<file path="src/logic/mem_pkg.sv">
package mem_pkg;

  localparam int WIDTH    = 16;
  localparam int NUM_VBNK = 4;
  localparam int NUM_PBNK = NUM_VBNK + 1;  // one spare per row.
  localparam int NUM_VROW = 16;

  localparam int VBNK_W = $clog2(NUM_VBNK);
  localparam int PBNK_W = $clog2(NUM_PBNK);
  localparam int ROW_W  = $clog2(NUM_VROW);
  localparam int ADDR_W = ROW_W + VBNK_W;

  localparam int RD_LAT = 2;  // read strobe to rd_vld.

  typedef logic [WIDTH-1:0]  data_t;
  typedef logic [ADDR_W-1:0] addr_t;
  typedef logic [ROW_W-1:0]  row_t;
  typedef logic [VBNK_W-1:0] vbnk_t;
  typedef logic [PBNK_W-1:0] pbnk_t;

  // logical bank sits in the low address bits.
  function automatic vbnk_t addr_bank(addr_t adr);
    return adr[VBNK_W-1:0];
  endfunction

  function automatic row_t addr_row(addr_t adr);
    return adr[ADDR_W-1 -: ROW_W];
  endfunction

endpackage
</file>
<file path="src/logic/mp_mem_top.sv">
module mp_mem_top
  import mem_pkg::*;
(
  input  logic       clk,
  input  logic       arst_n,

  input  logic [1:0] write,
  input  addr_t      wr_adr [2],
  input  data_t      din [2],

  input  logic       read,
  input  addr_t      rd_adr,
  output logic       rd_vld,
  output data_t      rd_dout
);

  row_t                wr_row [2];
  vbnk_t               wr_vbnk [2];
  pbnk_t               wr_pbnk [2];
  pbnk_t               wr_spare [2];

  row_t                rd_row;
  vbnk_t               rd_vbnk;
  pbnk_t               rd_pbnk;

  logic                upd;
  row_t                upd_row;
  vbnk_t               upd_vbnk;
  pbnk_t               upd_pbnk;

  logic [NUM_PBNK-1:0] bank_we;
  row_t                bank_row [NUM_PBNK];
  data_t               bank_data [NUM_PBNK];
  logic [NUM_PBNK-1:0] bank_re;
  row_t                bank_rrow;
  data_t               bank_rdata [NUM_PBNK];

  bank_map u_bank_map (
    .clk      (clk),
    .arst_n   (arst_n),
    .wr_row   (wr_row),
    .wr_vbnk  (wr_vbnk),
    .wr_pbnk  (wr_pbnk),
    .wr_spare (wr_spare),
    .rd_row   (rd_row),
    .rd_vbnk  (rd_vbnk),
    .rd_pbnk  (rd_pbnk),
    .upd      (upd),
    .upd_row  (upd_row),
    .upd_vbnk (upd_vbnk),
    .upd_pbnk (upd_pbnk)
  );

  write_steer u_write_steer (
    .write     (write),
    .wr_adr    (wr_adr),
    .din       (din),
    .wr_pbnk   (wr_pbnk),
    .wr_spare  (wr_spare),
    .bank_we   (bank_we),
    .bank_row  (bank_row),
    .bank_data (bank_data),
    .wr_row    (wr_row),
    .wr_vbnk   (wr_vbnk),
    .upd       (upd),
    .upd_row   (upd_row),
    .upd_vbnk  (upd_vbnk),
    .upd_pbnk  (upd_pbnk)
  );

  read_path u_read_path (
    .clk        (clk),
    .arst_n     (arst_n),
    .read       (read),
    .rd_adr     (rd_adr),
    .rd_pbnk    (rd_pbnk),
    .bank_rdata (bank_rdata),
    .rd_row     (rd_row),
    .rd_vbnk    (rd_vbnk),
    .bank_re    (bank_re),
    .bank_rrow  (bank_rrow),
    .rd_vld     (rd_vld),
    .rd_dout    (rd_dout)
  );

  // one physical bank per slot, spare included.
  for (genvar b = 0; b < NUM_PBNK; b++) begin : g_bank
    sram_1r1w #(
      .DEPTH (NUM_VROW)
    ) u_sram (
      .clk     (clk),
      .we      (bank_we[b]),
      .wr_row  (bank_row[b]),
      .wr_data (bank_data[b]),
      .re      (bank_re[b]),
      .rd_row  (bank_rrow),
      .rd_data (bank_rdata[b])
    );
  end

endmodule

</file>
<file path="src/logic/read_path.sv">
module read_path
  import mem_pkg::*;
(
  input  logic                clk,
  input  logic                arst_n,
  input  logic                read,
  input  addr_t               rd_adr,
  input  pbnk_t               rd_pbnk,
  input  data_t               bank_rdata [NUM_PBNK],

  output row_t                rd_row,
  output vbnk_t               rd_vbnk,
  output logic [NUM_PBNK-1:0] bank_re,
  output row_t                bank_rrow,
  output logic                rd_vld,
  output data_t               rd_dout
);

  logic [RD_LAT-1:0] vld_q;
  pbnk_t             sel_q;

  assign rd_row    = addr_row(rd_adr);
  assign rd_vbnk   = addr_bank(rd_adr);
  assign bank_rrow = rd_row;

  always_comb begin
    for (int b = 0; b < NUM_PBNK; b++) begin
      bank_re[b] = read && (rd_pbnk == pbnk_t'(b));
    end
  end

  always_ff @(posedge clk or negedge arst_n) begin
    if (!arst_n) begin
      vld_q <= '0;
      sel_q <= '0;
    end else begin
      vld_q <= {vld_q[RD_LAT-2:0], read};
      if (read) begin
        sel_q <= rd_pbnk;  // follows the read into the bank.
      end
    end
  end

  // stage 0 valid means bank data is on its output.
  always_ff @(posedge clk) begin
    if (vld_q[0]) begin
      rd_dout <= bank_rdata[sel_q];
    end
  end

  assign rd_vld = vld_q[RD_LAT-1];

endmodule

</file>
<file path="src/logic/write_steer.sv">
module write_steer
  import mem_pkg::*;
(
  input  logic [1:0]          write,
  input  addr_t               wr_adr [2],
  input  data_t               din [2],
  input  pbnk_t               wr_pbnk [2],
  input  pbnk_t               wr_spare [2],

  output logic [NUM_PBNK-1:0] bank_we,
  output row_t                bank_row [NUM_PBNK],
  output data_t               bank_data [NUM_PBNK],

  output row_t                wr_row [2],
  output vbnk_t               wr_vbnk [2],
  output logic                upd,
  output row_t                upd_row,
  output vbnk_t               upd_vbnk,
  output pbnk_t               upd_pbnk
);

  logic  same_adr;
  logic  wr_en0;
  logic  wr_en1;
  logic  conflict;
  pbnk_t tgt1;

  always_comb begin
    for (int p = 0; p < 2; p++) begin
      wr_row[p]  = addr_row(wr_adr[p]);
      wr_vbnk[p] = addr_bank(wr_adr[p]);
    end
  end

  assign same_adr = write[0] && write[1] && (wr_adr[0] == wr_adr[1]);
  assign wr_en0   = write[0] && !same_adr;  // port 1 wins.
  assign wr_en1   = write[1];

  // same physical bank means different rows here.
  assign conflict = wr_en0 && wr_en1 && (wr_pbnk[0] == wr_pbnk[1]);
  assign tgt1     = conflict ? wr_spare[1] : wr_pbnk[1];

  always_comb begin
    for (int b = 0; b < NUM_PBNK; b++) begin
      bank_we[b]   = (wr_en0 && wr_pbnk[0] == pbnk_t'(b)) || (wr_en1 && tgt1 == pbnk_t'(b));
      bank_row[b]  = wr_row[0];
      bank_data[b] = din[0];
      if (wr_en1 && tgt1 == pbnk_t'(b)) begin
        bank_row[b]  = wr_row[1];
        bank_data[b] = din[1];
      end
    end
  end

  // moved write owns the spare from now on.
  assign upd      = conflict;
  assign upd_row  = wr_row[1];
  assign upd_vbnk = wr_vbnk[1];
  assign upd_pbnk = wr_spare[1];

endmodule

</file>
<file path="src/logic/bank_map.sv">
module bank_map
  import mem_pkg::*;
(
  input  logic  clk,
  input  logic  arst_n,

  // write port lookups
  input  row_t  wr_row [2],
  input  vbnk_t wr_vbnk [2],
  output pbnk_t wr_pbnk [2],
  output pbnk_t wr_spare [2],

  // read lookup
  input  row_t  rd_row,
  input  vbnk_t rd_vbnk,
  output pbnk_t rd_pbnk,

  // remap command
  input  logic  upd,
  input  row_t  upd_row,
  input  vbnk_t upd_vbnk,
  input  pbnk_t upd_pbnk
);

  pbnk_t map_q   [NUM_VROW][NUM_VBNK];
  pbnk_t spare_q [NUM_VROW];

  always_ff @(posedge clk or negedge arst_n) begin
    if (!arst_n) begin
      for (int r = 0; r < NUM_VROW; r++) begin
        for (int v = 0; v < NUM_VBNK; v++) begin
          map_q[r][v] <= pbnk_t'(v);  // identity.
        end
        spare_q[r] <= pbnk_t'(NUM_PBNK - 1);
      end
    end else if (upd) begin
      map_q[upd_row][upd_vbnk] <= upd_pbnk;
      spare_q[upd_row]         <= map_q[upd_row][upd_vbnk];  // vacated bank.
    end
  end

  always_comb begin
    for (int p = 0; p < 2; p++) begin
      wr_pbnk[p]  = map_q[wr_row[p]][wr_vbnk[p]];
      wr_spare[p] = spare_q[wr_row[p]];
    end
  end

  assign rd_pbnk = map_q[rd_row][rd_vbnk];

endmodule

</file>
<file path="src/logic/sram_1r1w.sv">
module sram_1r1w
  import mem_pkg::*;
#(
  parameter int DEPTH = NUM_VROW
) (
  input  logic  clk,
  input  logic  we,
  input  row_t  wr_row,
  input  data_t wr_data,
  input  logic  re,
  input  row_t  rd_row,
  output data_t rd_data
);

  data_t mem [DEPTH];

  always_ff @(posedge clk) begin
    if (we) begin
      mem[wr_row] <= wr_data;
    end
  end

  // read sees the array before this edge's write.
  always_ff @(posedge clk) begin
    if (re) begin
      rd_data <= mem[rd_row];  // old data on collision.
    end
  end

endmodule

</file>
<file path="config.mk">
export PLATFORM = sky130hd
export DESIGN_NAME = mp_mem_top
export DESIGN_NICKNAME = d
export VERILOG_FILES = /design/src/logic/mem_pkg.sv /design/src/logic/mp_mem_top.sv /design/src/logic/read_path.sv /design/src/logic/write_steer.sv /design/src/logic/bank_map.sv /design/src/logic/sram_1r1w.sv
export SDC_FILE = /design/constraint.sdc
export NUM_CORES = 2
export LEC_CHECK = 0
export BUFFER_PORTS_ARGS = -buffer_cell sky130_fd_sc_hd__clkbuf_2
export CAP_MARGIN = 20
export CORE_MARGIN = 3
export CORE_UTILIZATION = 60
export DETAILED_ROUTE_END_ITERATION = 12
export PLACE_DENSITY = 0.76
export SLEW_MARGIN = 20
export SYNTH_ARGS = -nofsm -noshare
export SYNTH_HDL_FRONTEND = slang
export SYNTH_SLANG_ARGS = --single-unit
</file>
<file path="constraint.sdc">
create_clock -name clk -period 5.78 [get_ports clk]
set_input_delay 1.156 -clock clk [delete_from_list [all_inputs] [get_ports clk]]
set_output_delay 1.156 -clock clk [all_outputs]
set_load 0.02 [all_outputs]
</file>
======== Word-level counts from Yosys, hierarchy flattened ========
Memory sizes are Yosys's and may differ from the RTL's. A register that Yosys moved wholly into a read port is not among the register bits.
Cells that the tools add are included.
word-level totals
  register bits ........................... 261
  bits in latches ......................... 0
  bits in writable memories ............... 1,280
  bits in read-only memories .............. 0
  input port bits ......................... 55
  output and inout port bits .............. 17
  memories kept ........................... 5
memories
  name                  depth  bits a word  read ports  clocked after memory_dff  write ports  RTL line         RTL
  g_bank[0].u_sram.mem  16     16           1           1                         1            sram_1r1w.sv:15  data_t mem [DEPTH];
  g_bank[1].u_sram.mem  16     16           1           1                         1            sram_1r1w.sv:15
  g_bank[2].u_sram.mem  16     16           1           1                         1            sram_1r1w.sv:15
  g_bank[3].u_sram.mem  16     16           1           1                         1            sram_1r1w.sv:15
  g_bank[4].u_sram.mem  16     16           1           1                         1            sram_1r1w.sv:15
operators by class
  add/subtract/negate cells ............... 0
  multipliers ............................. 0
  div/mod/pow operators ................... 0
  $lt $le $gt $ge ......................... 9
  equal/unequal tests ..................... 14
  shift operators ......................... 0
  muxes and demuxes ....................... 53
  bitwise logic cells ..................... 7
  reduce and logical (&&, ||, !) cells .... 31
operators by type and width
  cell                  count
  $bwmux W192           1
  $bmux W12 S4          3
  $mux W16              7
  $mux W12              7
  $bmux W16 S3          1
  $bwmux W48            1
  $demux W12 S4         1
  $mux W3               11
  $logic_and A1 B1 Y1   22
  $mux W4               5
  $bmux W3 S2           3
  $eq A3 B2 Y1 const B  6
  $ge A5 B5 Y1 const B  3
  $not A4 Y5            3
  $bmux W3 S4           1
  $demux W3 S4          1
  $mux W1               10
  $eq A3 B1 Y1 const B  3
  $eq A3 B3 Y1 const B  3
  $ge A3 B3 Y1 const B  3
  $logic_not A3 Y1      3
  $not A2 Y3            3
  $demux W3 S2          1
  $eq A6 B6 Y1          1
  other kinds (7)       11

======== Longest topological paths before layout ========
  word-level depth ........................ 15
  mapped depth ............................ 16

======== Hierarchy ========
From an unflattened synthesis, not the netlist that was laid out.
second synthesis, totals
  cells, all modules ...................... 3,692
  area, all modules ....................... 71,177.0 µm²
by module, submodules not included
  module       times used  cells each  area each (µm²)  seq. area each (µm²)
  sram_1r1w    5           432         10,203.5         8,167.8
  bank_map     1           1,233       16,973.8         6,105.9
  write_steer  1           180         1,725.4          0.0
  read_path    1           119         1,460.2          605.6

======== Worst setup path after synthesis ========
Ideal clock, no wire load.
  kind .................................... in2reg
  start ................................... in wr_adr[3] in the netlist's numbering
  end ..................................... mem g_bank[2].u_sram.mem[11][0] in the netlist's numbering (enable)
  setup time .............................. 396 ps
  arrival time ............................ 5,458 ps
  required time ........................... 5,384 ps
  setup slack ............................. -74 ps
  stages .................................. 15
  buffers on the path ..................... 7
  cell sequence ........................... buf_2 > buf_2 > buf_1 > buf_2 > clkbuf_1 > mux4_2 > mux4_2 > inv_1 > nand2_1 > or4_4 > a22oi_4 > nor2b_1 > buf_4 > buf_6 > mux2i_1
on the way
  longest elaborated chain between the ends .. 15
ends and longest elaborated chain
  what                                          RTL line                              RTL
  start: declaration                            mp_mem_top.sv:8                       input addr_t wr_adr [2],
  $not A4 Y5 (implied by the code)              bank_map.sv:44, bank_map.sv:45
  $bmux W12 S4                                  bank_map.sv:44                        wr_pbnk[p] = map_q[wr_row[p]][wr_vbnk[p]];
  $mux W12 (implied by the code) (2 in series)  bank_map.sv:44
  $bmux W3 S2                                   bank_map.sv:44
  $mux W3 (implied by the code) (2 in series)   bank_map.sv:44
  $eq A3 B3 Y1                                  write_steer.sv:40                     assign conflict = wr_en0 && wr_en1 && (wr_pbnk[0] == wr_pbnk[1]);
  $logic_and A1 B1 Y1                           write_steer.sv:40
  $mux W3                                       write_steer.sv:41                     assign tgt1 = conflict ? wr_spare[1] : wr_pbnk[1];
  $eq A3 B2 Y1                                  write_steer.sv:45, write_steer.sv:48
  $logic_and A1 B1 Y1                           write_steer.sv:45, write_steer.sv:48
  $logic_or A1 B1 Y1                            write_steer.sv:45                     bank_we[b] = (wr_en0 && wr_pbnk[0] == pbnk_t'(b)) || (wr_en1 && tgt1 == pbnk_t'(b));
  $mux W1                                       sram_1r1w.sv:18                       if (we) begin
  $mux W1 (implied by the code)                 sram_1r1w.sv:19                       mem[wr_row] <= wr_data;
  end: declaration                              sram_1r1w.sv:15
Parallel ways exist; a longest one is shown, timed or not. The select of a mux whose other input is x is not followed.

==> results.toml <==
[power_and_ir_drop]
cellLeakagePower_nw = 26.1
p_clk_share_pct = 41.7
power.internal_w = 0.0191
ir_drop_uv = 270
switchingPower_w = 0.00531
combPwrFrac_pct = 5.6
switching_share_pct = 21.8
power_density_mw_per_mm2 = 313
power_frac_seq_pct = 52.8

[global_route]
grt_max_degree = 137
grt_pass1_wl_um = 268000
grt-ovfl-total = 0
grt_pass1_vias = 37395
track_usage_pct = 32.3
grt_antenna_before_repair = 24

[sta]
rsz0062_at_grt = "no"
clock_skew_ns = 0.0328
hold_viol = 0
whs_ns = 0.457
fin_crit_sh_pct = 88.0
tightest_slew_ns = 1.20
max_freq_mhz = 197
finalSetupViolCount = 0
final-max-slew-violation-count = 0
slew_headroom_pct = 19.4
post-route-min-period_ns = 5.08

[clock_tree]
cts_hold_buf = 0
clk_latency_ns = 0.77
cts-root-buf = "clkbuf_16"
ctsResizeCount = 0
cts_max_path_buffers = 3
clk_pin_slew_ns = 0.06
cts_setup_buffers = 0
cts_tree = "done"
htree_levels = 4
clock_sinks = 1621
cts_made_buffers = 160

[placed_design]
dp_hpwl_um = 109000
gp_congestion = 0.942
placed_cells = 4820
place.port_buffers = 71

[job]
drv_cap = 0

[floorplanning]
die_area_mm2 = 0.118
ios = 72
start_util_pct = 60.7
core_mm2 = 0.113
die_h_um = 344
row_count = 123
die-width_um = 344

[drt]
via_per_inst = 7.15
num_vias = 37042
wl_per_cell_um = 36.0
ant_nets = 1
dr.first_iter.drc_count = 5669
drt_pass1_iterations = 6
drc_errors = 0
finalWirelength_um = 187000

[finish]
final_cells = 5180
syn2layout_area_growth_pct = 13.9
num-fill-cells = 6638
final_cell_mix = "edfxtp_1, mux4_2, mux2_2, dfrtp_1, clkbuf_16"
drive_above_1_share_pct = 41.7
layout_commonest_cell = "edfxtp_1"
fin_util_pct = 69.1
layout.nets = 3538

[status]
violations = "antenna violations"
status = "finished, violations left"

[synthesis]
synth-seq-cells = 1621
ys_types = 59
synthesis.area_mm2 = 0.0685
yosysTopAreaCellShare_pct = 60.3
synthArstFlopShare_pct = 15.1
yosysWarnings = 0
synth_edf_count = 1376
netlist_instances = 3295
syn_avg_cell_area_um2 = 20.8
yosys-top-cells-area = "edfxtp_1, mux4_2, dfrtp_1, mux2_2, dfstp_2"
syn_nets = 3350
ys_seq_area_share_pct = 69.4
synth_top_area_cell = "edfxtp_1"
ys.flop_type = "edfxtp_1"

[setup_path]
required_ns = 6.20
end_kind = "flop"
crit_path_max_fanout = 29
ff2ff_setup_slack_ns = 1.28
cp-start-kind = "primary input"
cp.arrival_ns = 5.51
criticalPathCategory = "primary input to flop"

[hold_path]
min_path_type = "primary input to async pin"
-- state kept, by name (all words and copies together) (netlist names) --
signal,cells
u_bank_map.map_q,192
g_bank.u_sram.rd_data,80
u_bank_map.spare_q,48
u_read_path.vld_q,2
u_read_path.sel_q,3
g_bank.u_sram.mem,1280
u_read_path.rd_dout,16
-- metal layers --
layer,vias to the layer above,track usage [%],wire (um)
met4,0,17.3,10200
li1,14184,-,-
met1,19263,43.1,62800
met5,-,0,0
met3,600,7.71,23000
met2,2995,50.1,90600
-- final timing paths --
kind / cells past startpoint / to / startpoint
worst max-delay path: 13 / g_bank[2].u_sram.mem[15][5] / wr_adr[3]
worst min-delay path: 1 / u_bank_map.map_q[56] / arst_n
worst max register to register: 12 / g_bank[2].u_sram.mem[15][5] / u_bank_map.map_q[142]
worst min register to register: 1 / u_bank_map.spare_q[28] / u_bank_map.spare_q[28]
max in group asynchronous: 2 / u_bank_map.spare_q[39] / arst_n
min in group clk: 1 / u_bank_map.spare_q[28] / u_bank_map.spare_q[28]
-- stage by stage --
step | instance area (um2) | worst slack [ns] | total power [W] | setup TNS (ns)
after floorplan | 68600 | -0.0742 | 0.0139 | -23.58
after global placement | 72700 | 0.120 | 0.0144 | 0
after detailed placement | 72700 | 0.00226 | 0.0144 | 0
after CTS | 77900 | 0.810 | 0.0245 | 0
after global routing | 77900 | 0.593 | 0.0250 | 0
final | 78100 | 0.696 | 0.0244 | 0
-- cell usage after synthesis, drive strengths merged (2+ instances only) --
cell type	count
mux4	570
o21ai	4
a22o	3
and2	6
nand2	158
nor3	17
a211oi	6
nor3b	6
dfstp	80
and3	13
or2	2
xnor2	5
mux2i	125
a21oi	20
buf	94
nand4	3
or4	7
o22ai	20
nor2b	19
inv	8
a311oi	2
nand3	9
a2111oi	2
nand2b	14
a221oi	2
nor2	44
nor4	2
clkbuf	137
o221ai	2
a22oi	24
dfrtp	165
o311ai	2
or3	8
a21boi	2
edfxtp	1376
xor2	4
mux2	325
-- logic make-up (layout without fill, tap and decap cells) --
kind of cell / after synthesis / in the layout / share of synthesized area, %
simple gates: 309 / 309 / 2.12
other cells: 0 / 63 / 0
mux: 1020 / 1020 / 25.9
xor+xnor: 9 / 9 / 0.115
compound gates: 96 / 96 / 0.995
buf+inv: 240 / 562 / 1.51
flops: 1621 / 1621 / 69.4
-- layout make-up --
| type | count | area, um2 | share of cell area, % |
|---|---|---|---|
| Antenna cell | 63 | 158 | 0.202 |
| Clock buffer | 208 | 4360 | 5.58 |
| Clock inverter | 88 | 772 | 0.989 |
| Inverter | 9 | 35.0 | 0.0449 |
| Multi-Input combinational cell | 1434 | 20300 | 26.0 |
| Sequential cell | 1621 | 47600 | 60.9 |
| Tap cell | 1500 | 1880 | 2.40 |
| Timing Repair Buffer | 257 | 3000 | 3.85 |
-- worst max-delay path, stage by stage --
cell and delay (ns):
buf_2 0.60, mux4_2 0.41, a22oi_1 0.23, a21boi_1 0.14, or4_1 0.59, clkinv_2 0.09, xnor2_1 0.10, buf_4 0.16
nor4_4 0.35, mux2i_1 0.73, nor2b_4 0.16, buf_12 0.22, mux2_1 0.53
-- power by group through the flow --
stage               Clock (W)  Sequential [W]  Combinational, W
floorplan                   0          0.0131          0.000787
global placement            0          0.0131           0.00128
detailed placement          0          0.0131           0.00133
CTS                    0.0103          0.0129           0.00134
global route           0.0107          0.0129           0.00142
finish                 0.0102          0.0129           0.00136
Power figures use the tool's default switching activity.
